[src/common/etx_pkg.sv]
package etx_pkg;

   //##########################################################################
   // Widths
   //##########################################################################
   localparam int PW     = 104;   // Mesh packet
   localparam int AW     = 32;
   localparam int DW     = 32;
   localparam int LINK_W = 64;    // One link beat

   // Destination address split into node ID and group
   localparam int ID_LSB  = 20;
   localparam int GRP_LSB = 16;

   // Read response group, passes the own-ID filter
   localparam logic [3:0] EGROUP_RR = 4'hE;

   // Address step between two double writes of a burst
   localparam logic [AW-1:0] BURST_STRIDE = 32'h8;

   // Zero fill of the header beat between ctrlmode and dstaddr
   localparam int HDR_PAD_W = LINK_W - 7 - AW;

   //##########################################################################
   // Types
   //##########################################################################
   typedef enum logic [1:0] {
      DM_BYTE   = 2'b00,
      DM_HALF   = 2'b01,
      DM_WORD   = 2'b10,
      DM_DOUBLE = 2'b11
   } datamode_t;

   // Packet overlay, MSB first
   typedef struct packed {
      logic            pad;
      logic [AW-1:0]   srcaddr;
      logic [DW-1:0]   data;
      logic [AW-1:0]   dstaddr;
      logic [3:0]      ctrlmode;
      datamode_t       datamode;
      logic            write;
   } emesh_fields_t;

   typedef enum logic [1:0] {
      SER_IDLE,
      SER_HEADER,   // Header beat on link, acks protocol
      SER_DATA
   } ser_state_t;

endpackage
[src/common/etx_protocol_if.sv]
`timescale 1ns/1ps

// Held packet from protocol to serializer
interface etx_protocol_if;

   import etx_pkg::*;

   logic [PW-1:0]   packet;
   logic            access;
   logic            burst;    // Continuation, data beat only
   logic            io_ack;   // Serializer busy with header

   modport proto (
      output packet,
      output access,
      output burst,
      input  io_ack
   );

   modport ser (
      input  packet,
      input  access,
      input  burst,
      output io_ack
   );

endinterface

[src/rtl/etx_top.sv]
`timescale 1ns/1ps

module etx_top
   #(parameter logic [11:0] ID = 12'h810)
   (
   input  logic                          clk,
   input  logic                          nreset,
   // System side
   input  logic                          etx_access,
   input  logic [etx_pkg::PW-1:0]        etx_packet,
   output logic                          etx_rd_wait,
   output logic                          etx_wr_wait,
   // Control and remote push-back
   input  logic                          tx_enable,
   input  logic                          tx_rd_wait,
   input  logic                          tx_wr_wait,
   // Link
   output logic [etx_pkg::LINK_W-1:0]    link_data,
   output logic                          link_valid,
   output logic                          link_start
   );

   etx_protocol_if tx_if ();

   //##########################################################################
   // Filter, hold and push-back
   //##########################################################################
   etx_protocol #(
      .ID          (ID)
   ) protocol_i (
      .clk         (clk),
      .nreset      (nreset),
      .etx_access  (etx_access),
      .etx_packet  (etx_packet),
      .etx_rd_wait (etx_rd_wait),
      .etx_wr_wait (etx_wr_wait),
      .tx_enable   (tx_enable),
      .tx_rd_wait  (tx_rd_wait),
      .tx_wr_wait  (tx_wr_wait),
      .tx          (tx_if.proto)
   );

   // Header and data beats onto the link
   etx_serializer serializer_i (
      .clk         (clk),
      .nreset      (nreset),
      .tx          (tx_if.ser),
      .link_data   (link_data),
      .link_valid  (link_valid),
      .link_start  (link_start)
   );

endmodule

[src/rtl/etx_serializer.sv]
`timescale 1ns/1ps

module etx_serializer
   (
   input  logic                          clk,
   input  logic                          nreset,
   etx_protocol_if.ser                   tx,
   output logic [etx_pkg::LINK_W-1:0]    link_data,
   output logic                          link_valid,
   output logic                          link_start
   );

   import etx_pkg::*;

   ser_state_t      state;
   emesh_fields_t   in_f;     // Packet on the interface
   emesh_fields_t   held_f;   // Packet being sent
   logic            take;

   //##########################################################################
   // Beat formatting
   //##########################################################################
   function automatic logic [LINK_W-1:0] header_beat(input emesh_fields_t f);
      header_beat = {f.write, f.datamode, f.ctrlmode, {HDR_PAD_W{1'b0}}, f.dstaddr};
   endfunction

   function automatic logic [LINK_W-1:0] data_beat(input emesh_fields_t f);
      data_beat = {f.srcaddr, f.data};
   endfunction

   assign in_f = emesh_fields_t'(tx.packet);

   // Same edges on which the protocol reloads
   assign take = tx.access && (state != SER_HEADER);

   assign tx.io_ack = (state == SER_HEADER);

   //##########################################################################
   // Beat sequencer
   //##########################################################################
   always_ff @(posedge clk or negedge nreset)
   begin
      if (!nreset)
      begin
         state      <= SER_IDLE;
         link_valid <= 1'b0;
         link_start <= 1'b0;
      end
      else if (take)
      begin
         link_valid <= 1'b1;
         if (tx.burst)
         begin
            state      <= SER_DATA;   // Skip header
            link_start <= 1'b0;
         end
         else
         begin
            state      <= SER_HEADER;
            link_start <= 1'b1;
         end
      end
      else if (state == SER_HEADER)
      begin
         state      <= SER_DATA;
         link_valid <= 1'b1;
         link_start <= 1'b0;
      end
      else
      begin
         state      <= SER_IDLE;
         link_valid <= 1'b0;
         link_start <= 1'b0;
      end
   end

   // Payload side
   always_ff @(posedge clk)
   begin
      if (take)
         held_f <= in_f;
   end

   always_ff @(posedge clk)
   begin
      if (take)
      begin
         if (tx.burst)
            link_data <= data_beat(in_f);
         else
            link_data <= header_beat(in_f);
      end
      else if (state == SER_HEADER)
         link_data <= data_beat(held_f);   // Second beat of normal packet
   end

endmodule

[src/etx_protocol/etx_protocol.sv]
`timescale 1ns/1ps

module etx_protocol
   #(parameter logic [11:0] ID = 12'h810)
   (
   input  logic                      clk,
   input  logic                      nreset,
   // System side
   input  logic                      etx_access,
   input  logic [etx_pkg::PW-1:0]    etx_packet,
   output logic                      etx_rd_wait,
   output logic                      etx_wr_wait,
   // Control and remote push-back
   input  logic                      tx_enable,
   input  logic                      tx_rd_wait,    // Async
   input  logic                      tx_wr_wait,    // Async
   // To serializer
   etx_protocol_if.proto             tx
   );

   import etx_pkg::*;

   emesh_fields_t   etx_f;          // Incoming packet
   emesh_fields_t   last_f;         // Held packet
   logic [PW-1:0]   tx_packet;
   logic            tx_access;
   logic            tx_burst;
   logic            tx_fresh;       // Held packet loaded on last edge
   logic            io_wait;
   logic [1:0]      rd_sync;
   logic [1:0]      wr_sync;
   logic            rd_wait_sync;
   logic            wr_wait_sync;
   logic            own_id_drop;
   logic            type_wait;
   logic            etx_valid;
   logic            burst_type_match;
   logic            burst_addr_match;
   logic            burst_in;

   assign etx_f  = emesh_fields_t'(etx_packet);
   assign last_f = emesh_fields_t'(tx_packet);

   //##########################################################################
   // Remote wait synchronizers
   //##########################################################################
   always_ff @(posedge clk or negedge nreset)
   begin
      if (!nreset)
      begin
         rd_sync <= 2'b00;
         wr_sync <= 2'b00;
      end
      else
      begin
         rd_sync <= {rd_sync[0], tx_rd_wait};
         wr_sync <= {wr_sync[0], tx_wr_wait};
      end
   end

   assign rd_wait_sync = rd_sync[1];
   assign wr_wait_sync = wr_sync[1];

   //##########################################################################
   // Filter and burst detection
   //##########################################################################

   // Own register space, read responses excepted
   assign own_id_drop = (etx_f.dstaddr[AW-1:ID_LSB] == ID) &&
                        (etx_f.dstaddr[ID_LSB-1:GRP_LSB] != EGROUP_RR);

   assign type_wait = etx_f.write ? wr_wait_sync : rd_wait_sync;

   assign etx_valid = tx_enable && etx_access && !type_wait && !own_id_drop;

   assign burst_type_match = {last_f.ctrlmode, last_f.datamode, last_f.write} ==
                             {etx_f.ctrlmode, etx_f.datamode, etx_f.write};

   assign burst_addr_match = (last_f.dstaddr + BURST_STRIDE) == etx_f.dstaddr;

   // Only against a packet accepted on the previous edge
   assign burst_in = tx_access && tx_fresh &&
                     etx_f.write && (etx_f.datamode == DM_DOUBLE) &&
                     burst_type_match && burst_addr_match;

   //##########################################################################
   // Transmit hold register
   //##########################################################################

   // One cycle stall per header, released by io_ack
   always_ff @(posedge clk or negedge nreset)
   begin
      if (!nreset)
         io_wait <= 1'b0;
      else if (tx.io_ack)
         io_wait <= 1'b0;
      else if (tx_access && !tx_burst)
         io_wait <= 1'b1;
   end

   always_ff @(posedge clk or negedge nreset)
   begin
      if (!nreset)
      begin
         tx_access <= 1'b0;
         tx_burst  <= 1'b0;
         tx_fresh  <= 1'b0;
      end
      else
      begin
         tx_fresh <= !io_wait;
         if (!io_wait)
         begin
            tx_access <= etx_valid;
            tx_burst  <= etx_valid && burst_in;   // Loads with its packet
         end
      end
   end

   always_ff @(posedge clk)
   begin
      if (!io_wait)
         tx_packet <= etx_packet;
   end

   assign tx.packet = tx_packet;
   assign tx.access = tx_access;
   assign tx.burst  = tx_burst;

   // Push-back toward the master
   assign etx_rd_wait = rd_wait_sync | io_wait;
   assign etx_wr_wait = wr_wait_sync | io_wait;

endmodule

[config.mk]
export PLATFORM = sky130hd
export DESIGN_NAME = etx_top
export DESIGN_NICKNAME = d
export VERILOG_FILES = /design/src/common/etx_pkg.sv /design/src/common/etx_protocol_if.sv /design/src/rtl/etx_top.sv /design/src/rtl/etx_serializer.sv /design/src/etx_protocol/etx_protocol.sv
export SDC_FILE = /design/constraint.sdc
export NUM_CORES = 1
export LEC_CHECK = 0
export BUFFER_PORTS_ARGS = -buffer_cell sky130_fd_sc_hd__buf_2
export CAP_MARGIN = 10
export CORE_ASPECT_RATIO = 0.7
export CORE_MARGIN = 10
export CORE_UTILIZATION = 60
export CTS_CLUSTER_DIAMETER = 200
export DETAILED_ROUTE_END_ITERATION = 16
export MAX_ROUTING_LAYER = met4
export PLACE_DENSITY = 0.85
export SYNTH_ARGS = -nofsm -noshare
export SYNTH_HDL_FRONTEND = slang
export SYNTH_SLANG_ARGS = --single-unit
[constraint.sdc]
create_clock -name clk -period 6.3 [get_ports clk]
set_clock_uncertainty 0.1 [all_clocks]
set_input_delay 0.945 -clock clk [delete_from_list [all_inputs] [get_ports clk]]
set_output_delay 0.945 -clock clk [all_outputs]
set_load 0.1 [all_outputs]
==> results by group, run 1 <==
Outcome
  • Run status: completed

Hold path
  • HP Class: in -> async

Power
  • Cell Pwr Density: about 520 nW/µm²
  • Psw: around 2500 µW
  • Lkg Pwr: between 0.004 and 0.005 µW
  • P_int: between 3000 and 4000 µW
  • Sw Share: 0.413
  • Gate power share: 0.330
  • Peak VDD IR: 0.000317 V
  • Clock Power Share: 0.221
  • Sequential power share: 0.450

Critical path
  • Worst-path fanout max: 5
  • Worst-path cell chain: ha_1 > nand3_1 > nor4_2 > nor3b_2 > and4_1 > o2111ai_1 > or4_1 > o31ai_1
  • R2r endpoint: protocol_i.tx.burst
  • Critical path's largest stage delay: approximately 500 ps
  • Worst Reg-to-Reg Cells: 8
  • CP Launch Type: flip-flop
  • Setup CP Type: reg -> reg
  • Crit-path leading delay family: simple AND/OR/NAND/NOR gates
  • WP data required: 6600 ps
  • Crit-path slowest cell: edfxtp_1
  • Crit path buf inv count: 0
  • Crit path DAT: 3400 ps
  • Origin of the critical flop-to-flop path: protocol_i.tx.packet[10]
  • R2r setup slk: around 3200 ps
  • Worst setup EP type: flip-flop

Synth
  • List of most frequent post-synthesis cells: edfxtp_1 (231), nand2_1 (106), o21ai_0 (68), mux2i_1 (42), xor2_1 (22)
  • Cell count after synthesis: 648
  • Synth area leader: edfxtp_1
  • Asr flop ratio synth: 0.0455
  • Top cell type's share of synthesized area: 0.719
  • Mean Syn Cell Area: between 10 and 15 µm²
  • Post-synthesis mux area share: 0.0448
  • Post-Synth Adder-Cell Area: 0.00130
  • Yosys warning count: 0
  • Seq/Total Area, Yosys: 0.748
  • Mapped Nets: around 760
  • Most common flop cell mapped by yosys: edfxtp_1
  • Post-synth EDFFs: approximately 230
  • Cell with the most instances after synthesis: edfxtp_1
  • Largest family of logic cells by synthesized area: simple AND/OR/NAND/NOR gates
  • Post-synthesis simple-gate area fraction: 0.0986
  • Synthesized cell area: 9640 µm²
  • Compound-cell area share of the yosys netlist: 0.0558
  • FF+latch count, synth: ~240
  • Distinct cells, synth: between 50 and 60
  • Xor and xnor fraction of the mapped netlist area: 0.0354
  • Synth top area cells: edfxtp_1 (72%), mux2i_1 (4.4%), nand2_1 (4.1%)

STA
  • Setup violations, final: 0
  • Tmin final: 3100 ps
  • RSZ-0062 raised after global routing: no
  • Worst-Margin Slew: 1050 ps
  • Period utilization: 0.492
  • Max_slew headroom: 0.300
  • Max Slew Vio Count: 0
  • Fin Setup TNS: 0 ps
  • Final hold vios: 0
  • Max Freq: 0.322 GHz
  • Final worst slack: around 3200 ps

Detailed routing
  • Via density: about 5.7
  • DRT iter0 DRCs: roughly 480
  • Routed Antenna Nets: 0
  • Drt first pass iters: 6
  • Post-DR wirelength/cell: roughly 20 µm
  • Final wirelength: roughly 21000 µm
  • DR DRC count: 0
  • Vias post-DR: approximately 5900

Floorplan
  • IO Pins: between 150 and 200
  • Chip height: 126 µm
  • Site row count: 38
  • Core area: about 16000 µm²
  • Die area: 21600 µm²
  • Initial core utilization: 0.617
  • Die X: 172 µm

Placed design
  • DP HPWL: 14300 µm
  • Port bufs: about 180
  • Final Wtd Congestion: approximately 0.87
  • Place WS: 3130 ps

Global routing
  • Total gr overflow: 0
  • Aggregate global-route resource usage: 0.201
  • Initial antenna violation count: 0
  • Vias in the first global route: about 6200
  • First-pass GRT wire length: about 33000 µm
  • Largest net degree at the start of global routing: around 130

CTS
  • Clk slew on worst S/H paths: around 60 ps
  • CTS max path bufs: 3
  • Hold_buf cts: 0
  • Total clock sinks: roughly 240
  • CTS tree: done
  • CTS root buf: clkbuf_16
  • Htree depth: 1
  • Setup Buffers After CTS: 0
  • Post_cts resized: 0
  • Clock insertion delay at the later pin of the skew report: a little under 500 ps
  • TritonCTS buffer count: 23

Final layout
  • Layout cells sized above 1: 0.269
  • Filler cell count: between 1000 and 1500
  • Area Overhead vs Synth: 18.4%
  • Final Net Count: 934

Job
  • Max cap viols: 0
-- power by group through the flow --
stage                     clock (µW)  combinational (µW)  sequential (µW)
after CTS                       1330                1970             2680
after floorplan                    0                 564             3690
after detailed placement           0                1960             2700
after global routing            1390                2080             2730
final                           1310                1960             2680
after global placement             0                1930             2670
-- layout by cell type (no fill, tap or decap), drive strengths merged, types with 2 or more instances in the layout --
cell type / instances
nor2: 12
buf: 179
mux2i: 42
xor2: 22
nor3b: 4
nand3: 11
o211ai: 3
nor4b: 4
or2: 5
dfrtp: 11
nand2b: 3
inv: 8
nand4: 14
a21oi: 2
o32ai: 2
clkbuf: 31
nor3: 8
nand2: 106
a31oi: 2
nand4b: 2
xnor2: 17
o21ai: 68
or4: 3
bufinv: 2
clkinv: 8
nor4: 9
and4: 2
a211oi: 3
and3: 3
nor2b: 3
o31ai: 5
edfxtp: 231
-- sequential cells by signal (all words and copies together) (netlist names), 2 cells and up --
register,flops
serializer_i.state,2
protocol_i.rd_sync,2
serializer_i.link_data,64
serializer_i.held_f,64
protocol_i.tx.packet,103
protocol_i.wr_sync,2
-- logic make-up after synthesis --
family / after synthesis
buffers and inverters: 37
xor gates and xnor gates: 39
AOI/OAI and AO/OA: 94
muxes: 43
adders and majority gates: 1
DFF: 242
and+or+nand+nor: 192
-- metal layers --
metal	vias to the layer above	track usage	wire (µm)
met1	2830	0.265	8870
met2	267	0.321	10300
met3	33	0.0356	1730
met5	-	-	0
li1	2785	-	-
met4	0	0.0418	378
-- final cells by class --
| class | count | area [µm²] | area share |
|---|---|---|---|
| diodes | 1 | 2.50 | 0.000219 |
| multi-input cells | 369 | 2290 | 0.201 |
| clock inverters | 10 | 97.6 | 0.00855 |
| clock buffers | 31 | 606 | 0.0530 |
| repair buffers | 179 | 923 | 0.0809 |
| well taps | 200 | 250 | 0.0219 |
| flip-flops and latches | 242 | 7220 | 0.632 |
| inverters | 8 | 32.5 | 0.00285 |
-- per-stage QoR --
stage                util  power (µW)  hold slack [ps]  std cells  area (µm²)
floorplan               -        4250              231        648        9640
global placement    0.683        4600              235        997       10700
detailed placement  0.683        4670              238        997       10700
CTS                 0.728        5980              203       1038       11400
global route        0.730        6200              212       1039       11400
finish              0.730        5950              208       1040       11400
-- how the worst max path moves through the flow --
stage | start | to | slack, ps | cells after the start
floorplan | protocol_i.io_wait | protocol_i.tx.burst | 2270 | 7
global route | protocol_i.tx.packet[10] | protocol_i.tx.burst | 3050 | 8
global placement | serializer_i.state[0] | serializer_i.held_f[72] | 3190 | 4
detailed placement | serializer_i.state[0] | serializer_i.held_f[75] | 3130 | 4
CTS | serializer_i.state[0] | serializer_i.held_f[74] | 3120 | 4
finish | protocol_i.tx.packet[10] | protocol_i.tx.burst | 3200 | 8
No activity file was read; power rests on OpenSTA's default activity.
==> run 2, diff against run 1 <==
- CORE_UTILIZATION: 60 -> 50
- PLACE_DENSITY: 0.85 -> 0.76
- clock period: 6.3 -> 2.8 ns (I/O delays scaled with it)
==> run 2 against run 1 <==
Utilization shrank 7.0 points. Via count increased by 4.1%. Fmax is 18% higher. Register-to-register slack worse by 3000 ps. Critical endpoint unchanged.
==> results by group, run 2 (same netlist as run 1, synthesis figures left out) <==
Placed design
  • DP Area: 10900 µm² (+2.0%)
  • Port bufs: 176 (unchanged)
  • DP HPWL: 14300 µm (about the same)
  • Final Wtd Congestion: 0.874 (+0.53%)

STA
  • Max_slew headroom: 0.378 (+0.0779)
  • Tmin final: 2640 ps (-464 ps)
  • Setup violations, final: 0 (unchanged)
  • Max Slew Vio Count: 0 (unchanged)
  • Fin Setup TNS: 0 ps (unchanged)
  • WHS: 22.6 ps (-186 ps)
  • RSZ-0062 raised after global routing: no
  • Final hold vios: 0 (unchanged)
  • Max Freq: 0.379 GHz (+18%)
  • Worst-Margin Slew: 934 ps (-117 ps)
  • Period utilization: 0.942 (+0.450)

CTS
  • Clock insertion delay at the later pin of the skew report: 520 ps (+30 ps)
  • Setup Buffers After CTS: 0 (unchanged)
  • TritonCTS buffer count: 23 (unchanged)
  • CTS tree: done
  • Htree depth: 1 (unchanged)
  • Total clock sinks: 242 (unchanged)
  • CTS max path bufs: 3 (unchanged)
  • CTS root buf: clkbuf_16
  • Clk slew on worst S/H paths: 70 ps (about the same)

Global routing
  • Vias in the first global route: 6359 (+1.9%)
  • Total gr overflow: 0 (unchanged)
  • Largest net degree at the start of global routing: 130 (-0.76%)
  • Initial antenna violation count: 2 (+2)
  • Aggregate global-route resource usage: 0.178 (-0.0222)
  • First-pass GRT wire length: 34400 µm (+2.9%)

Final layout
  • Area of the multi-input gates: 2300 µm² (+0.55%)
  • Layout cells sized above 1: 0.262 (-0.00734)
  • Register Area: 7220 µm² (about the same)
  • Final Net Count: 1030 (+10%)
  • Largest register FFs: 103 (unchanged)
  • Commonest non-fill, non-tap cell in the layout: edfxtp_1
  • Filler cell count: 1332 (+33%)
  • Most frequent cells in the layout: edfxtp_1 (231), buf_2 (176), nand2_1 (105)
  • Area Overhead vs Synth: 29.4%
  • Fin area: 12500 µm² (+9.3%)

Power
  • Peak VDD IR: 0.000780 V (+150%)
  • Cell Pwr Density: 1100 nW/µm² (+110%)
  • Lkg Pwr: 0.00458 µW (+10%)
  • Pwr Total: 13700 µW (+130%)

Critical path
  • Crit-path slowest cell: or4_1
  • Worst setup EP type: flip-flop
  • R2r setup slk: 160 ps (-3040 ps)
  • Setup CP Type: reg -> reg
  • Worst-path fanout max: 5 (unchanged)
  • Worst-path cell chain: ha_1 > nand3_1 > nor4_2 > nor3b_2 > and4_1 > o2111ai_1 > or4_1 > o31ai_1
  • Crit path DAT: 2960 ps (-440 ps)
  • Critical path's largest stage delay: 410 ps (-90 ps)
  • CP Launch Type: flip-flop
  • WP data required: 3120 ps (-3480 ps)

Hold path
  • HP Class: in -> reg

Detailed routing
  • Via density: 5.22 (-8.2%)
  • DR DRC count: 0 (unchanged)
  • Vias post-DR: 6156 (+4.1%)
  • Drt first pass iters: 4 (-2)
  • Routed Antenna Nets: 0 (unchanged)
  • DRT iter0 DRCs: 511 (+6.2%)
  • Post-DR wirelength/cell: 18.9 µm (-7.8%)
  • Final wirelength: 22300 µm (+4.6%)

Job
  • Max cap viols: 0 (unchanged)

Floorplan
  • IO Pins: 178 (unchanged)
  • Core area: 18900 µm² (+21%)
  • Initial core utilization: 0.510 (-0.107)
  • Die X: 186 µm (+8.4%)
  • Site row count: 42 (+11%)
  • Chip height: 136 µm (+8.0%)
  • Die area: 25300 µm² (+17%)

Outcome
  • Run status: completed
run 2: cell count changes in the layout (fill, tap and decap cells not counted), sizes merged:
cell,before,now
inv,8,7
buf,179,193
clkinv,8,5
diode,1,2
dlygate4sd3,0,82
clkinvlp,0,3
clkbuf,31,32
run 2: repair_timing:
action                                 4_1_cts  5_1_grt
gates resized for setup                      0        2
hold buffers                                82        0
endpoints found under the hold margin       92        0
setup endpoints to repair                    0        1
run 2: critical path, delay by kind of cell (launching register included):
kind	cells	cell delay (ps)
AO/OA/AOI/OAI	2	310
adder cells (fa/ha/maj)	1	250
flip-flops	1	360
AND/OR/NAND/NOR	5	1520
run 2: stage by stage:
| step | std cells | setup slack [ps] | utilization |
|---|---|---|---|
| after floorplan | 648 | -123 | - |
| after global placement | 1054 | 16.1 | 0.576 |
| after detailed placement | 1054 | 86.6 | 0.576 |
| after CTS | 1177 | 96.6 | 0.659 |
| after global routing | 1179 | 33.2 | 0.660 |
| final | 1179 | 162 | 0.660 |
run 2: final cells by class:
class / count / area share
Multi-Input combinational cell: 369 / 0.184
Tap cell: 242 / 0.0243
Sequential cell: 242 / 0.578
Antenna cell: 2 / 0.000401
Timing Repair Buffer: 275 / 0.150
Clock inverter: 9 / 0.00782
Inverter: 8 / 0.00301
Clock buffer: 32 / 0.0520
run 2: where the power goes:
part	internal [µW]	total (µW)	leakage, µW	switching (µW)
Clock	1800	3080	0.000364	1280
Sequential	5480	5980	0.00232	504
Combinational	826	4630	0.00189	3800
Total	8100	13700	0.00458	5580
run 2: path summary, 6_finish.rpt:
path	cells after the start	end	startpoint
hold / removal	1	protocol_i.tx.packet[20]	etx_packet[20]
setup reg to reg	8	protocol_i.tx.burst	protocol_i.tx.packet[11]
min in group asynchronous	2	protocol_i.io_wait	nreset
hold reg to reg	0	protocol_i.wr_sync[1]	protocol_i.wr_sync[0]
max in group asynchronous	2	serializer_i.state[0]	nreset
setup / recovery	8	protocol_i.tx.burst	protocol_i.tx.packet[11]
run 2: per-layer routing:
layer / up-vias / track usage / part of all wire
li1: 2985 / - / -
met5: - / - / 0
met2: 212 / 0.276 / 0.46
met4: 0 / 0.0344 / 0.016
met1: 2931 / 0.239 / 0.44
met3: 28 / 0.0413 / 0.078
